===== config.mk =====
export PLATFORM = sky130hd
export DESIGN_NAME = pattern_history_table
export DESIGN_NICKNAME = d
export VERILOG_FILES = /design/src/rtl/bp_pkg.sv /design/src/rtl/pattern_history_table.sv
export SDC_FILE = /design/constraint.sdc
export NUM_CORES = 1
export LEC_CHECK = 0
export ABC_AREA = 1
export BUFFER_PORTS_ARGS = -buffer_cell sky130_fd_sc_hd__buf_2
export CAP_MARGIN = 20
export CORE_UTILIZATION = 50
export DETAILED_ROUTE_END_ITERATION = 8
export HOLD_SLACK_MARGIN = 0.06
export MAX_ROUTING_LAYER = met4
export PLACE_DENSITY = 0.77
export SYNTH_ARGS = -nofsm -noshare
export SYNTH_HDL_FRONTEND = slang
export SYNTH_SLANG_ARGS = --single-unit

===== constraint.sdc =====
create_clock -name clk -period 1.9 [get_ports clk]
set_input_delay 0.095 -clock clk [delete_from_list [all_inputs] [get_ports clk]]
set_output_delay 0.095 -clock clk [all_outputs]
set_load 0.1 [all_outputs]

===== src/rtl/bp_pkg.sv =====
`default_nettype none

package bp_pkg;

    // ****************************************
    // basic types
    // ****************************************

    localparam int PC_WIDTH = 32;

    // fetch is 8-byte aligned, bits below this never index anything
    localparam int PC_LSB = 3;

    typedef logic [PC_WIDTH-1:0] pc_t;

    // 2-bit saturating counter, msb is the taken prediction
    typedef enum logic [1:0] {
        strong_not_taken = 2'd0,
        weak_not_taken   = 2'd1,
        weak_taken       = 2'd2,
        strong_taken     = 2'd3
    } counter_t;

    // ****************************************
    // prediction and update records
    // ****************************************

    typedef struct packed {
        logic taken;
        pc_t  target; // btb word, valid even on a miss
    } bp_pred_t;

    typedef struct packed {
        pc_t  pc;     // branch address
        logic taken;  // resolved direction
        pc_t  target; // resolved target
    } bp_update_t;

endpackage

`default_nettype wire


===== src/rtl/pattern_history_table.sv =====
`default_nettype none
`timescale 1ns/1ns

module pattern_history_table #(
    parameter int BHT_WIDTH = 6
) (
    input  logic                 clk,
    input  logic                 rst,

    // lookup side
    input  logic [BHT_WIDTH-1:0] rd_index,
    output bp_pkg::counter_t     rd_state,

    // update side
    input  logic                 wr_en,
    input  logic [BHT_WIDTH-1:0] wr_index,
    input  logic                 wr_taken
);

    localparam int PHT_NUM = 2 ** BHT_WIDTH; // one counter per history pattern

    bp_pkg::counter_t cnt [PHT_NUM];
    bp_pkg::counter_t cnt_next;

    // ****************************************
    // counter next-state function
    // ****************************************

    function automatic bp_pkg::counter_t step(input bp_pkg::counter_t cur,
                                              input logic taken);
        bp_pkg::counter_t nxt;
        nxt = cur;
        case (cur)
            bp_pkg::strong_not_taken:
                nxt = taken ? bp_pkg::weak_not_taken : bp_pkg::strong_not_taken;
            bp_pkg::weak_not_taken:
                nxt = taken ? bp_pkg::weak_taken : bp_pkg::strong_not_taken;
            bp_pkg::weak_taken:
                nxt = taken ? bp_pkg::strong_taken : bp_pkg::weak_not_taken;
            bp_pkg::strong_taken:
                nxt = taken ? bp_pkg::strong_taken : bp_pkg::weak_taken;
            default:
                nxt = bp_pkg::weak_not_taken;
        endcase
        return nxt;
    endfunction

    assign rd_state = cnt[rd_index];
    assign cnt_next = step(cnt[wr_index], wr_taken); // saturates at both ends

    // ****************************************
    // update
    // ****************************************

    always_ff @(posedge clk) begin
        if (rst) begin
            for (int i = 0; i < PHT_NUM; i++) begin
                cnt[i] <= bp_pkg::weak_not_taken;
            end
        end else if (wr_en) begin
            cnt[wr_index] <= cnt_next;
        end
    end

endmodule

`default_nettype wire


==> run_results.csv <==
group,metric,value,unit
status,status,"complete, but fails checks",
critical_path,crit_type,"reg -> reg",
place,port_buffers,17,
sta,worstMarginPinSlew,0.757,ns
final_layout,nets,1211,
critical_path,end_kind,"flip-flop",
synth,yosys_register_bits,128,
critical_path,crit_family,"simple AND/OR/NAND/NOR gates",
floorplanning,dieArea,16800,um2
sta,drv_slew,0,
sta,finalClockSkew,0.00526,ns
final_layout,top_register,"cnt",
status,violations,"setup timing",
sta,clock.fmax,487,MHz
floorplanning,die_w,130,um
synth,avgSynthCellArea,7.06,um2
floorplanning,start_util,0.514,
clock_tree,cts.clk_slew.worst_paths,0.06,ns
critical_path,crit_arrival,2.24,ns
pwr,leakagePower,4.00,nW
synth,synth_area,8170,um2
final_layout,drive_above_1_share,0.120,
sta,relSlewSlack,0.495,
critical_path,max_stage_delay,0.42,ns
synth,netlist_instances,1156,
synth,ys_types,24,
critical_path,crit_top_cell,"nand2_1",
synth,ys_warn_count,0,
clock_tree,clk_path_buf_depth,2,
clock_tree,cts_tree,"yes",
final_layout,top_regs,"cnt x128",
detailed_routing,dr.pass1.iters,6,
grt,antenna_found_initial,1,
critical_path,cp_slowest_cell,"edfxtp_1",
synth,syn-num-nets,1172,
clock_tree,cts-root-buf,"clkbuf_16",
floorplanning,fp-row-count,46,
clock_tree,clk_latency,0.43,ns
detailed_routing,route.detailed.drc,0,
pwr,p_per_area,809,nW/um2
final_layout,final_cell_mix,"nand2_1, nor2_1, inv_1",
sta,period_minus_slack,2.05,ns
pwr,peakVddDrop,0.709,mV
grt,grt_first_pass_wirelength,37300,um
clock_tree,htreeDepth,4,
grt,grt_usage,0.310,
synth,yosysSeqAreaShare,0.471,
grt,gr-total-overflow,0,
detailed_routing,initialDrtViolationCount,947,
critical_path,crit_path_cell_trace,"or2_4 -> nand2_2 -> nand2_1 -> o21ai_2 -> nand2_1 -> nor2_2 -> nand2_1 -> nand2_2 -> nand2_2 -> nand2_4 -> buf_12 -> clkbuf_16 -> nand2_1",
final_layout,synthToLayoutAreaGrowth,18.3,%
floorplanning,io_pins,18,
final_layout,fill_cells,1392,
sta,rsz0062_at_grt,"yes",
clock_tree,numCtsBuffers,17,
grt,grt_max_degree,65,
place,dpl.hpwl,16100,um
floorplanning,die_h,130,um
worst_hold_path,hp-class,"in -> reg",
sta,finalSetupViolCount,129,
job,drv_cap,0,
detailed_routing,vias,7833,
place,place_ws,-0.252,ns
critical_path,required,2.08,ns
final_layout,final_common_cell,"nand2_1",
critical_path,worst_setup_path_start_kind,"flip-flop",
sta,setup_ws,-0.152,ns
detailed_routing,via_per_inst,5.51,
detailed_routing,detail_route.wl_per_cell,16.9,um
floorplanning,core_area,15900,um2
detailed_routing,ant_nets,0,
detailed_routing,wl,24100,um
final_layout,largest_reg_flops,128,
place,routabilityCongestion,0.952,
place,dpl_cell_area,8820,um2
critical_path,critPathMaxFanout,9,
clock_tree,cts_sinks,128,
final_layout,stdcell_area,9660,um2
sta,hold_violations,0,
grt,grt_pass1_vias,7145,
critical_path,cp_num_buf_inv,2,
sta,final.period_utilization,1.08,
cells in the mapped netlist, drive strengths merged:
cell      n  area (um2)
a21oi     8        40.0
buf      31         235
clkbuf   34         128
edfxtp  128        3840
inv     133         499
nand2   452        1710
nand3    30         150
nand3b    1        11.3
nor2    214         811
nor3      4        20.0
o211ai   21         158
o21ai    72         360
o221ai    8        70.1
o22ai    16         100
or2       4        25.0
through the flow:
| stage | utilization | hold slack (ns) | cells | total power (W) | TNS (ns) |
|---|---|---|---|---|---|
| after floorplan | - | 0.424 | 1156 | 0.00405 | 0 |
| after global placement | 0.555 | 0.645 | 1382 | 0.00445 | -23.43 |
| after detailed placement | 0.555 | 0.646 | 1382 | 0.00445 | -26.69 |
| after CTS | 0.598 | 0.209 | 1416 | 0.00767 | -9.32 |
| after global routing | 0.608 | 0.246 | 1422 | 0.00804 | -31.27 |
| final | 0.608 | 0.218 | 1422 | 0.00782 | -14.91 |
what timing repair did:
item                       4_1_cts  5_1_grt
hold buffers                     0        0
resized for setup               22       31
gates cloned                     2        4
pin swaps                       10       11
buffers inserted                 3        2
setup endpoints to repair      129      130
kinds of logic after synthesis:
| logic type | Yosys count | share of synthesized area |
|---|---|---|
| AND/OR/NAND/NOR | 705 | 0.335 |
| buffers and inverters | 198 | 0.106 |
| flip-flops | 128 | 0.471 |
| AO/OA/AOI/OAI | 125 | 0.0892 |
tightest hold or removal path, stage by stage:
cell     delay (ns)
buf_2          0.11
nor2_1         0.05
nand3_1        0.16
nor2_1         0.08
nand2_1        0.05
cell type report:
type                       count  area, um2  share of cell area
inverter                     133        499              0.0517
antenna                        1       2.50            0.000259
timing repair buffer          85        932              0.0965
sequential                   128       3840               0.398
multi-input combinational    830       3560               0.368
clock buffer                  19        433              0.0448
tap                          216        270              0.0280
clock inverter                10        121              0.0126
power by group:
group          internal [W]  total, W  leakage, nW  switching (W)
sequential          0.00317   0.00322         1.15      0.0000423
combinational      0.000552   0.00145         2.58       0.000897
clock               0.00201   0.00315        0.275        0.00114
total               0.00573   0.00782         4.00        0.00208
per-layer routing:
layer  up-vias  GRT usage  share of wire
met4         0      0.161          0.046
li1       3734          -              -
met2       473      0.475           0.46
met3       101     0.0677           0.11
met5         -          -              0
met1      3525      0.387           0.39
final timing paths:
kind / slack, ns / end / cells past startpoint / from
max: -0.15 / cnt[4][0] / 13 / cnt[39][1]
min: 0.22 / cnt[12][0] / 5 / wr_index[5]
max reg2reg: -0.15 / cnt[4][0] / 13 / cnt[39][1]
min reg2reg: 1.21 / cnt[10][1] / 9 / cnt[26][1]
Power figures use the tool's default switching activity.
