$ cat src/rtl/bp_pkg.sv
`default_nettype none

package bp_pkg;

    // ****************************************
    // basic types
    // ****************************************

    localparam int PC_WIDTH = 32;

    // fetch is 8-byte aligned, bits below this never index anything
    localparam int PC_LSB = 3;

    typedef logic [PC_WIDTH-1:0] pc_t;

    // 2-bit saturating counter, msb is the taken prediction
    typedef enum logic [1:0] {
        strong_not_taken = 2'd0,
        weak_not_taken   = 2'd1,
        weak_taken       = 2'd2,
        strong_taken     = 2'd3
    } counter_t;

    // ****************************************
    // prediction and update records
    // ****************************************

    typedef struct packed {
        logic taken;
        pc_t  target; // btb word, valid even on a miss
    } bp_pred_t;

    typedef struct packed {
        pc_t  pc;     // branch address
        logic taken;  // resolved direction
        pc_t  target; // resolved target
    } bp_update_t;

endpackage

`default_nettype wire

$ cat src/rtl/branch_target_buffer.sv
`default_nettype none
`timescale 1ns/1ns

module branch_target_buffer #(
    parameter int BTB_NUM = 64
) (
    input  logic        clk,
    input  logic        rst,

    // lookup side
    input  bp_pkg::pc_t pc,
    output logic        hit,
    output bp_pkg::pc_t target,

    // update side
    input  logic        wr_en,
    input  bp_pkg::pc_t wr_pc,
    input  bp_pkg::pc_t wr_target
);

    localparam int IDX_W   = $clog2(BTB_NUM);
    localparam int TAG_LSB = bp_pkg::PC_LSB + IDX_W;
    localparam int TAG_W   = bp_pkg::PC_WIDTH - TAG_LSB; // all pc bits above the index

    typedef logic [IDX_W-1:0] btb_index_t;
    typedef logic [TAG_W-1:0] btb_tag_t;

    // ****************************************
    // storage
    // ****************************************

    logic        valid      [BTB_NUM];
    btb_tag_t    tag_mem    [BTB_NUM];
    bp_pkg::pc_t target_mem [BTB_NUM];

    btb_index_t  rd_idx;
    btb_tag_t    rd_tag;
    btb_index_t  wr_idx;
    btb_tag_t    wr_tag;

    // ****************************************
    // field extraction
    // ****************************************

    assign rd_idx = pc[bp_pkg::PC_LSB +: IDX_W];
    assign rd_tag = pc[bp_pkg::PC_WIDTH-1:TAG_LSB];

    assign wr_idx = wr_pc[bp_pkg::PC_LSB +: IDX_W];
    assign wr_tag = wr_pc[bp_pkg::PC_WIDTH-1:TAG_LSB];

    // ****************************************
    // lookup
    // ****************************************

    // target is driven from the indexed entry even on a miss
    assign hit    = valid[rd_idx] && (tag_mem[rd_idx] == rd_tag);
    assign target = target_mem[rd_idx];

    // ****************************************
    // update
    // ****************************************

    always_ff @(posedge clk) begin
        if (rst) begin
            for (int i = 0; i < BTB_NUM; i++) begin
                valid[i] <= 1'b0;
            end
        end else if (wr_en) begin
            valid[wr_idx] <= 1'b1;
        end
    end

    // direct-mapped, a write replaces whatever was there
    always_ff @(posedge clk) begin
        if (wr_en) begin
            tag_mem[wr_idx]    <= wr_tag;
            target_mem[wr_idx] <= wr_target;
        end
    end

endmodule

`default_nettype wire

$ cat config.mk
export PLATFORM = sky130hd
export DESIGN_NAME = branch_target_buffer
export DESIGN_NICKNAME = d
export VERILOG_FILES = /design/src/rtl/bp_pkg.sv /design/src/rtl/branch_target_buffer.sv
export SDC_FILE = /design/constraint.sdc
export NUM_CORES = 2
export LEC_CHECK = 0
export BUFFER_PORTS_ARGS = -buffer_cell sky130_fd_sc_hd__buf_2
export CAP_MARGIN = 10
export CORE_MARGIN = 2
export CORE_UTILIZATION = 30
export CTS_CLUSTER_SIZE = 28
export DETAILED_ROUTE_END_ITERATION = 8
export GPL_TIMING_DRIVEN = 0
export PLACE_DENSITY_LB_ADDON = 0.05
export SETUP_SLACK_MARGIN = 0.1
export SLEW_MARGIN = 0
export SYNTH_ARGS = -nofsm -noshare
export SYNTH_HDL_FRONTEND = slang
export SYNTH_SLANG_ARGS = --single-unit
$ cat constraint.sdc
create_clock -name clk -period 4.81 [get_ports clk]
set_input_delay 0.962 -clock clk [delete_from_list [all_inputs] [get_ports clk]]
set_output_delay 0.962 -clock clk [all_outputs]
set_load 0.005 [all_outputs]
==> out/results.ini <==
[outcome]
status = complete, but fails checks
violations = negative setup slack

[sta]
setup_viol = 26
finalHoldViolCount = 0
skew_ns = 0
max-slew-margin-rel_pct = 11.7
tightest_slew_ns = 1.33
drv_slew = 0
fin_crit_ns = 5.68
fin_ws_ns = -0.869
fmax_mhz = 176
fin_crit_sh_pct = 118
rsz0062_at_grt = yes

[yosys]
yosys_register_bits = 3584
synth-main-ff-cell = edfxtp_1
synth_top_area_share_pct = 77.4
syn_area_per_cell_um2 = 24.0
synth_largest_area_cell = edfxtp_1
syn_nets = 5794
syn_area_mm2 = 0.137
syn_inst = 5695
synth_commonest_cells = edfxtp_1 (3520), mux4_2 (1035), nor2_1 (220), clkbuf_1 (139), mux2i_1 (93)
yosysMostFrequentCell = edfxtp_1
synthArstFlopShare_pct = 0
yosysSeqAreaShare_pct = 78.4
yosysWarnings = 0
synth.distinct_cells = 62
synth_edf_count = 3520
netlist_top_cells_area = edfxtp_1 (77%), mux4_2 (17%), dfxtp_1 (0.94%)

[floorplanning]
die_y_um = 679
die_area_mm2 = 0.460
rows = 247
die_w_um = 679
io_pins = 132
initial_core_util_pct = 30.2
coreArea_mm2 = 0.453

[worst_setup_path]
startpoint_type = input pin
critPathMaxFanout = 10
end_kind = primary output
reg2reg_depth = 2
critPathArrivalTime_ns = 4.72
r2r_start = valid[43]
crit_type = in -> out
worstPathRequired_ns = 3.85
critical_path.startpoint = pc[5]

[layout]
finalCoreUtilization_pct = 37.3
area_growth_syn_to_layout_pct = 23.7
num-fill-cells = 40800
fin_nets = 6728
fin_area_mm2 = 0.169
drive_above_1_share_pct = 36.8

[pwr]
power_density_mw_per_mm2 = 415
ir_drop_mv = 0.281
power.share.switching_pct = 22.7
clkPwrFrac_pct = 44.5
p_int_mw = 54.2
p_leak_nw = 52.9
switching_power_mw = 15.9
pwr-share-comb_pct = 6.2
power_frac_seq_pct = 49.3

[placed_design]
hpwl_um = 371000
gp_congestion = 0.762
portBuffers = 117
placed_area_mm2 = 0.151

[route]
drt-total-wl_um = 540000
via_per_inst = 5.32
vias = 69000
first_pass_iters = 5
first_iter_violations = 8278
detail_route.wl_per_cell_um = 41.7
drtAntennaViolNets = 0
drc_errors = 0

[grt]
grt_pass1_vias = 69900
grt_pass1_wl_um = 702000
grt_util_all_layers_pct = 23.1
grt.overflow.total = 0
antenna_found_initial = 44
grt_max_degree = 65

[clock_network]
path_clk_slew_ns = 0.06
cts-htree-levels = 5
clockBufferDepth = 4
holdBufCountCts = 0
cts_buffers = 411
cts_sinks = 3584
cts_tree = done
clk_latency_ns = 0.98
root_buffer = clkbuf_16

[hold_path]
worst_hold_path_type = in -> reg
worstHoldStart = rst
min_path_cells = 2

[job]
drv_cap = 0

per-layer routing:
layer  wire (um)  GRT usage (%)  vias up  share of wire, %
li1            -              -    26500                 -
met1      231000           31.4    39200                43
met2      266000           38.9     2539                49
met3       26900           2.76      677               5.0
met4       16700           6.55       10               3.1
met5          59              0        -             0.011
state kept, by name, indices dropped and copies added (netlist names):
register	flops
target_mem	2048
valid	64
tag_mem	1472
area by class of cell:
cell class	count	area, um^2	area share [%]
Sequential cell	3584	107000	63.4
Inverter	8	37.5	0.0222
Clock inverter	234	2290	1.36
Antenna cell	13	32.5	0.0193
Timing Repair Buffer	524	8350	4.94
Buffer	297	3880	2.30
Multi-Input combinational cell	1803	28900	17.1
Tap cell	5976	7480	4.43
Clock buffer	527	10900	6.45
critical path, stage by stage:
cell,delay [ns]
clkbuf_2,0.24
buf_4,0.33
buf_6,0.28
buf_8,0.29
nor2_1,0.27
a221oi_2,0.47
a21oi_2,0.12
xnor2_2,0.24
nor4_4,0.37
nand4_1,0.36
nor4_4,0.52
buf_2,0.20
stage by stage:
step,setup TNS [ns],power [mW],setup slack [ns],std cells,hold slack [ns]
after CTS,-8.86,70.6,-0.793,12900,0.287
after detailed placement,-67.08,39.2,-3.39,12100,0.455
after floorplan,0,37.0,0.217,5695,0.435
after global routing,-6.82,71.9,-0.824,13000,0.334
after global placement,-,39.0,-7.06,11800,0.445
final,-5.68,70.0,-0.869,13000,0.388
repair_timing:
action                                  in CTS  in global routing
gates cloned                                 2                  3
buffers inserted                            60                 27
endpoints found under the hold margin        0                  0
resized for setup                          737                 85
endpoints found under the setup margin      33                 33
pin swaps                                   15                 11
power groups by stage:
stage | registers, mW | logic (mW) | clock network, mW
CTS | 34.6 | 4.30 | 31.7
detailed placement | 35.2 | 3.95 | 0
global placement | 35.3 | 3.79 | 0
floorplan | 35.2 | 1.77 | 0
global route | 34.6 | 4.51 | 32.9
finish | 34.6 | 4.35 | 31.1
path summary, 6_finish.rpt:
check,to,slack (ns)
worst min register to register,valid[50],0.47
worst max register to register,valid[43],4.17
worst max-delay path,hit,-0.87
worst min-delay path,valid[51],0.39
cell families after synthesis:
group / synth area share (%)
AND/OR/NAND/NOR: 1.41
AO/OA/AOI/OAI: 1.14
buffers and inverters: 1.14
XOR/XNOR: 0.103
flip-flops: 78.4
multiplexers: 17.8
cell usage in the layout, fill, tap and decap left out, drive strengths merged, types with 8 or more instances in the layout:
master	Yosys	routed
a21oi	34	34
a22oi	43	43
a31oi	14	14
and2	14	14
and3	14	14
buf	161	681
bufinv	0	37
clkbuf	139	665
clkinv	0	174
clkinvlp	0	8
dfxtp	64	64
diode	0	13
edfxtp	3520	3520
inv	8	23
mux2	10	10
mux2i	93	93
mux4	1035	1035
nand2	76	76
nand2b	10	10
nand3	27	27
nor2	220	220
nor2b	17	17
nor3	11	11
o21ai	12	12
o221ai	21	21
o22ai	50	50
xnor2	10	10
Power figures use the tool's default switching activity.
